[src/nco_pkg.sv]
package nco_pkg;

    localparam int LUT_LATENCY = 3; // theta to table output
    localparam int MIX_LATENCY = 5; // sample_valid to out_valid

    typedef logic signed [15:0] sample_t;

    typedef struct packed {
        logic signed [15:0] sine;
        logic signed [15:0] cosine;
    } sincos_t;

    typedef struct packed {
        logic signed [15:0] i;
        logic signed [15:0] q;
    } iq_t;

    typedef enum logic [0:0] {
        CFG_FREQ  = 1'b0,
        CFG_PHASE = 1'b1
    } config_sel_t;

    typedef struct packed {
        logic        clear;    // restart accumulator at 0
        logic [24:0] reserved;
        logic [5:0]  offset;   // added to table phase
    } phase_cfg_t;

    // same 32 bits, read by config_select
    typedef union packed {
        logic [31:0] freq;
        phase_cfg_t  phase;
    } config_word_u;

endpackage

[src/mixer_control.sv]
module mixer_control #(
    parameter int PHASE_BITS = 32
) (
    input  logic                   clock,
    input  logic                   clock_sreset,
    input  logic                   config_write,
    input  nco_pkg::config_sel_t   config_select,
    input  nco_pkg::config_word_u  config_data,
    input  logic                   sample_valid,
    output logic [PHASE_BITS-1:0]  tuning_word,
    output logic [5:0]             phase_offset,
    output logic                   phase_clear,
    output logic                   out_valid
);

    localparam int VALID_DEPTH = nco_pkg::MIX_LATENCY;

    logic                   freq_write;
    logic                   phase_write;
    logic [VALID_DEPTH-1:0] valid_pipe; // one bit per sample in flight

    assign freq_write  = config_write && (config_select == nco_pkg::CFG_FREQ);
    assign phase_write = config_write && (config_select == nco_pkg::CFG_PHASE);

    // tuning word keeps the top bits of the freq view
    always_ff @(posedge clock) begin
        if (clock_sreset) begin
            tuning_word <= '0;
        end
        else if (freq_write) begin
            tuning_word <= config_data.freq[31 -: PHASE_BITS];
        end
    end

    always_ff @(posedge clock) begin
        if (clock_sreset) begin
            phase_offset <= '0;
        end
        else if (phase_write) begin
            phase_offset <= config_data.phase.offset;
        end
    end

    // one cycle pulse after the write
    always_ff @(posedge clock) begin
        if (clock_sreset) begin
            phase_clear <= 1'b0;
        end
        else begin
            phase_clear <= phase_write && config_data.phase.clear;
        end
    end

    always_ff @(posedge clock) begin
        if (clock_sreset) begin
            valid_pipe <= '0;
        end
        else begin
            valid_pipe <= {valid_pipe[VALID_DEPTH-2:0], sample_valid};
        end
    end

    assign out_valid = valid_pipe[VALID_DEPTH-1];

endmodule

[src/phase_accumulator.sv]
module phase_accumulator #(
    parameter int PHASE_BITS = 32
) (
    input  logic                  clock,
    input  logic                  clock_sreset,
    input  logic                  sample_valid,
    input  logic [PHASE_BITS-1:0] tuning_word,
    input  logic [5:0]            phase_offset,
    input  logic                  phase_clear,
    output logic [5:0]            theta
);

    logic [PHASE_BITS-1:0] accumulator;
    logic [PHASE_BITS-1:0] phase_base;

    // a pending clear wins over the stored phase
    assign phase_base = phase_clear ? '0 : accumulator;

    always_ff @(posedge clock) begin
        if (clock_sreset) begin
            accumulator <= '0;
            theta       <= '0;
        end
        else begin
            if (sample_valid) begin
                theta       <= phase_base[PHASE_BITS-1 -: 6] + phase_offset; // wraps mod 64
                accumulator <= phase_base + tuning_word;
            end
            else if (phase_clear) begin
                accumulator <= '0;
            end
        end
    end

endmodule

[src/sine_cosine_16lut.sv]
module sine_cosine_16lut (
    input  logic             clock,
    input  logic             clock_sreset,
    input  logic [5:0]       theta,
    output nco_pkg::sincos_t sincos
);

    logic [5:0] theta_reg;
    logic [3:0] sine_address;
    logic [3:0] cosine_address;
    logic [1:0] quadrant;      // theta[5:4] aligned with the addresses

    // first quarter of a sine at odd multiples of pi/64
    function automatic logic signed [15:0] quarter_wave(input logic [3:0] address);
        logic signed [31:0] word;
        case (address)
            4'h0:    word = 32'sh0647d97c;
            4'h1:    word = 32'sh12c8106e;
            4'h2:    word = 32'sh1f19f97a;
            4'h3:    word = 32'sh2b1f34eb;
            4'h4:    word = 32'sh36ba2013;
            4'h5:    word = 32'sh41ce1e64;
            4'h6:    word = 32'sh4c3fdff2;
            4'h7:    word = 32'sh55f5a4d1;
            4'h8:    word = 32'sh5ed77c88;
            4'h9:    word = 32'sh66cf811f;
            4'ha:    word = 32'sh6dca0d13;
            4'hb:    word = 32'sh73b5ebd0;
            4'hc:    word = 32'sh78848412;
            4'hd:    word = 32'sh7c29fbed;
            4'he:    word = 32'sh7e9d55fb;
            default: word = 32'sh7fd8878c;
        endcase
        return 16'(word >>> 16);
    endfunction

    always_ff @(posedge clock) begin
        theta_reg      <= theta;
        sine_address   <= theta_reg[3:0] ^ {4{theta_reg[4]}};  // mirror in odd quadrants
        cosine_address <= theta_reg[3:0] ^ {4{~theta_reg[4]}}; // mirror in even quadrants
    end

    always_ff @(posedge clock) begin
        if (clock_sreset) begin
            quadrant <= '0;
            sincos   <= '0;
        end
        else begin
            quadrant      <= theta_reg[5:4];
            sincos.sine   <= quadrant[1] ? -quarter_wave(sine_address)
                                         : quarter_wave(sine_address);
            sincos.cosine <= (^quadrant) ? -quarter_wave(cosine_address)
                                         : quarter_wave(cosine_address);
        end
    end

endmodule

[src/quadrature_mixer.sv]
module quadrature_mixer (
    input  logic             clock,
    input  logic             clock_sreset,
    input  nco_pkg::sample_t sample_in,
    input  nco_pkg::sincos_t sincos,
    output nco_pkg::iq_t     out_iq
);

    // one cycle for the accumulator plus the table pipeline
    localparam int DELAY = nco_pkg::LUT_LATENCY + 1;

    nco_pkg::sample_t   sample_pipe [DELAY];
    logic signed [31:0] i_product;
    logic signed [31:0] q_product;

    always_ff @(posedge clock) begin
        sample_pipe[0] <= sample_in;
        for (int n = 1; n < DELAY; n++) begin
            sample_pipe[n] <= sample_pipe[n-1];
        end
    end

    // table peak is below 2^15 so the products never reach -2^31
    assign i_product = sample_pipe[DELAY-1] * sincos.cosine;
    assign q_product = -(sample_pipe[DELAY-1] * sincos.sine);

    always_ff @(posedge clock) begin
        if (clock_sreset) begin
            out_iq <= '0;
        end
        else begin
            out_iq.i <= i_product[30:15]; // >>> 15 then keep 16 bits
            out_iq.q <= q_product[30:15];
        end
    end

endmodule

[src/nco_downconverter.sv]
module nco_downconverter #(
    parameter int PHASE_BITS = 32
) (
    input  logic                  clock,
    input  logic                  clock_sreset,
    input  logic                  sample_valid,
    input  nco_pkg::sample_t      sample_in,
    input  logic                  config_write,
    input  nco_pkg::config_sel_t  config_select,
    input  nco_pkg::config_word_u config_data,
    output logic                  out_valid,
    output nco_pkg::iq_t          out_iq
);

    logic [PHASE_BITS-1:0] tuning_word;
    logic [5:0]            phase_offset;
    logic                  phase_clear;
    logic [5:0]            theta;
    nco_pkg::sincos_t      sincos;

    mixer_control #(
        .PHASE_BITS (PHASE_BITS)
    ) i_mixer_control (
        .clock         (clock),
        .clock_sreset  (clock_sreset),
        .config_write  (config_write),
        .config_select (config_select),
        .config_data   (config_data),
        .sample_valid  (sample_valid),
        .tuning_word   (tuning_word),
        .phase_offset  (phase_offset),
        .phase_clear   (phase_clear),
        .out_valid     (out_valid)
    );

    phase_accumulator #(
        .PHASE_BITS (PHASE_BITS)
    ) i_phase_accumulator (
        .clock        (clock),
        .clock_sreset (clock_sreset),
        .sample_valid (sample_valid),
        .tuning_word  (tuning_word),
        .phase_offset (phase_offset),
        .phase_clear  (phase_clear),
        .theta        (theta)
    );

    sine_cosine_16lut i_sine_cosine_16lut (
        .clock        (clock),
        .clock_sreset (clock_sreset),
        .theta        (theta),
        .sincos       (sincos)
    );

    quadrature_mixer i_quadrature_mixer (
        .clock        (clock),
        .clock_sreset (clock_sreset),
        .sample_in    (sample_in),
        .sincos       (sincos),
        .out_iq       (out_iq)
    );

endmodule

[config.mk]
export PLATFORM = sky130hd
export DESIGN_NAME = nco_downconverter
export DESIGN_NICKNAME = d
export VERILOG_FILES = /design/src/nco_pkg.sv /design/src/mixer_control.sv /design/src/phase_accumulator.sv /design/src/sine_cosine_16lut.sv /design/src/quadrature_mixer.sv /design/src/nco_downconverter.sv
export SDC_FILE = /design/constraint.sdc
export NUM_CORES = 2
export LEC_CHECK = 0
export BUFFER_PORTS_ARGS = -buffer_cell sky130_fd_sc_hd__buf_2
export CAP_MARGIN = 25
export CELL_PAD_IN_SITES_DETAIL_PLACEMENT = 0
export CELL_PAD_IN_SITES_GLOBAL_PLACEMENT = 1
export CORE_MARGIN = 2
export CORE_UTILIZATION = 25
export DETAILED_ROUTE_END_ITERATION = 12
export PLACE_DENSITY = 0.44
export RECOVER_POWER = 50
export REMOVE_ABC_BUFFERS = 1
export SYNTH_ARGS = -nofsm -noshare
export SYNTH_HDL_FRONTEND = slang
export SYNTH_SLANG_ARGS = --single-unit
[constraint.sdc]
create_clock -name clock -period 17.95 [get_ports clock]
set_input_delay 0.8975 -clock clock [delete_from_list [all_inputs] [get_ports clock]]
set_output_delay 0.8975 -clock clock [all_outputs]
set_load 0.01 [all_outputs]
==> metrics <==
Synthesis Warnings 0; Synth area leaders fa_1 (35%), dfxtp_1 (17%), ha_1 (10%); Distinct cells, synth 71; FF-to-FF End i_quadrature_mixer.out_iq[29]; worst skew pair latency 0.59 ns; CTS tree yes; CP Class reg2reg; Post-synth EDFFs 0; Worst Min Path Start i_quadrature_mixer.sample_pipe[2][12]; initial antenna violation count 6; Hold Buf Count CTS 0; Post-synth top cells inv_1 (598), fa_1 (508), nand2_1 (395); leading area contributor after synthesis fa_1; # resized after CTS 0; final hold violations 0; hold slack final 0.324 ns; Overall Global Routing Usage 0.136; layout cells sized above 1 0.0579; H-Tree Depth 2; Root Buffer clkbuf_16; vias in the first global route 22323; detailed placement HPWL 58900 um; overflow left after global routing 0; Final Slew Violations 121; P&R area growth vs syn 11.6%; hold path endpoint i_quadrature_mixer.sample_pipe[3][12]; Hold WC Path Type reg2reg; R2R cell count 23; RSZ-0062 raised after global routing false; # diodes 0; post-layout util 0.280; Routed WL 76400 um; WP data required 18.31 ns; WL per Instance 16.3 um; Syn Std Cell Area 28700 um2; gpl congestion 0.791; failing checks capacitance limit, slew limit; Hold Path Stages 0; startpoint types flop; register bit total from synthesis 248; Die Area 117000 um2; Chip Height 343 um; CP Capture Type flop; Initial Util 0.251; run status complete, but fails checks; Die X 343 um; fillcell total 12234; core footprint 114000 um2; clk_skew 0.0291 ns; DRC 0; flop2flop setup slack 10.98 ns; global-route wire length before repair 125000 um; critical path peak fanout 19; I/O pin count 86; Seq/Total Area, Yosys 0.173; placed insts 4621; ANT nets after route 0; Yosys top cell area share 0.355; setup bufs post-CTS 0; top-count cell post-synth inv_1; Avg Cell Area, Syn 9.16 um2; post-route insts no fill 4688; Cell Rows 124; Final #Nets 3938; Longest Clk Path Bufs 3; routed via count 20179; Post-synth ARST share 0; fin crit period 6.97 ns; largest net degree at the start of global routing 71; Fin Setup TNS 0 ns; max_slew headroom -1.42; IO Port Bufs 85; Max Cap Viol 2; prevailing post-synth register cell dfxtp_1; Worst-path clk slew 0.05 ns; DR pass1 iterations 8; CTS Buf Count 38; RR Startpoint i_quadrature_mixer.sample_pipe[3][7]; clk sinks 248; Slew @ Worst Pin 3.63 ns; Final period util 0.388; fmax 0.144 GHz; DRT iter0 DRCs 677; CP arrival 7.32 ns; Setup-failing EPs final 0; Gate Count Post-Synth 3127; Via density 4.30
==> how the worst max path moves through the flow <==
| stage | start | cells after the start | to | slack [ns] |
|---|---|---|---|---|
| after floorplan | i_quadrature_mixer.sample_pipe[3][15] | 21 | i_quadrature_mixer.out_iq[12] | 11.78 |
| after global placement | i_quadrature_mixer.sample_pipe[3][7] | 23 | i_quadrature_mixer.out_iq[29] | 11.05 |
| after detailed placement | i_sine_cosine_16lut.sincos[1] | 20 | i_quadrature_mixer.out_iq[29] | 10.99 |
| after CTS | i_sine_cosine_16lut.sincos[1] | 20 | i_quadrature_mixer.out_iq[29] | 10.98 |
| after global routing | i_sine_cosine_16lut.sincos[2] | 20 | i_quadrature_mixer.out_iq[29] | 10.40 |
| final | i_quadrature_mixer.sample_pipe[3][7] | 23 | i_quadrature_mixer.out_iq[29] | 10.98 |
==> per-layer routing <==
layer  global-route usage  wire (um)  vias to the layer above  part of all wire
li1                     -          -                     9618                 -
met3               0.0194       2520                       83             0.033
met1                0.175      34300                    10223              0.45
met2                0.237      37800                      249              0.50
met5                    0         36                        -           0.00047
met4               0.0357       1710                        6             0.022
==> cell type report <==
type                            count  area [um2]  area share
Tap cell                         1512        1890      0.0592
Sequential cell                   248        4970       0.155
Clock buffer                       51        1080      0.0338
Clock inverter                     16         224     0.00701
Inverter                          598        2240      0.0702
Timing Repair Buffer              111         597      0.0187
Multi-Input combinational cell   2152       21000       0.656
==> critical path, stage by stage (launching register included) <==
cell and delay (ns):
dfxtp_1 0.67, buf_4 0.38, nand2_1 0.13, fa_1 0.57, inv_1 0.05, fa_1 0.51
inv_1 0.06, fa_1 0.53, inv_1 0.05, fa_1 0.45, fa_1 0.50, inv_1 0.05
fa_1 0.47, inv_1 0.04, ha_1 0.32, a21o_1 0.17, a21o_1 0.17, a21oi_1 0.15
o211ai_1 0.13, o211ai_1 0.55, a21oi_1 0.22, a221oi_1 0.34, xor2_1 0.18, nor2_1 0.05
==> cell families (layout without fill, tap and decap cells) <==
family                     count (synthesis)  after routing  share of synthesized area
xor gates and xnor gates                 104            104                     0.0318
DFF                                      248            248                      0.173
adders and majority gates                736            736                      0.454
AOI/OAI and AO/OA                        332            332                     0.0764
and+or+nand+nor                          954            954                      0.160
muxes                                     26             26                    0.00921
buffers and inverters                    727            776                     0.0953
==> per-stage QoR <==
| step | worst slack (ns) | area (um2) |
|---|---|---|
| floorplan | 11.78 | 28200 |
| CTS | 10.98 | 32000 |
| finish | 10.98 | 32000 |
| global route | 10.40 | 32000 |
| global placement | 11.05 | 30700 |
| detailed placement | 10.99 | 30700 |
==> cell usage in the layout (no fill, tap or decap), types with 6 or more instances in the layout <==
master / instances
nor3b_1: 7
o22ai_1: 6
and3_1: 10
o21bai_1: 10
clkbuf_16: 38
fa_1: 508
o21ai_0: 49
nor3_1: 27
a21boi_0: 8
o21a_1: 15
clkbuf_8: 8
a21o_1: 33
ha_1: 228
nand3_1: 19
o31ai_1: 11
nor2_1: 155
a21oi_1: 115
dfxtp_1: 244
clkbuf_1: 20
buf_4: 24
xnor2_1: 60
or4_1: 6
nand4_1: 6
o211ai_1: 10
and2_1: 229
or3_1: 10
nor2b_1: 60
inv_1: 598
a31oi_1: 13
xor2_1: 44
nand2b_1: 13
a211oi_1: 7
buf_2: 72
nand2_1: 395
mux2i_1: 23
Power is not shown: default switching activity piles up to over one toggle a cycle in this logic, so the estimate is an artifact.
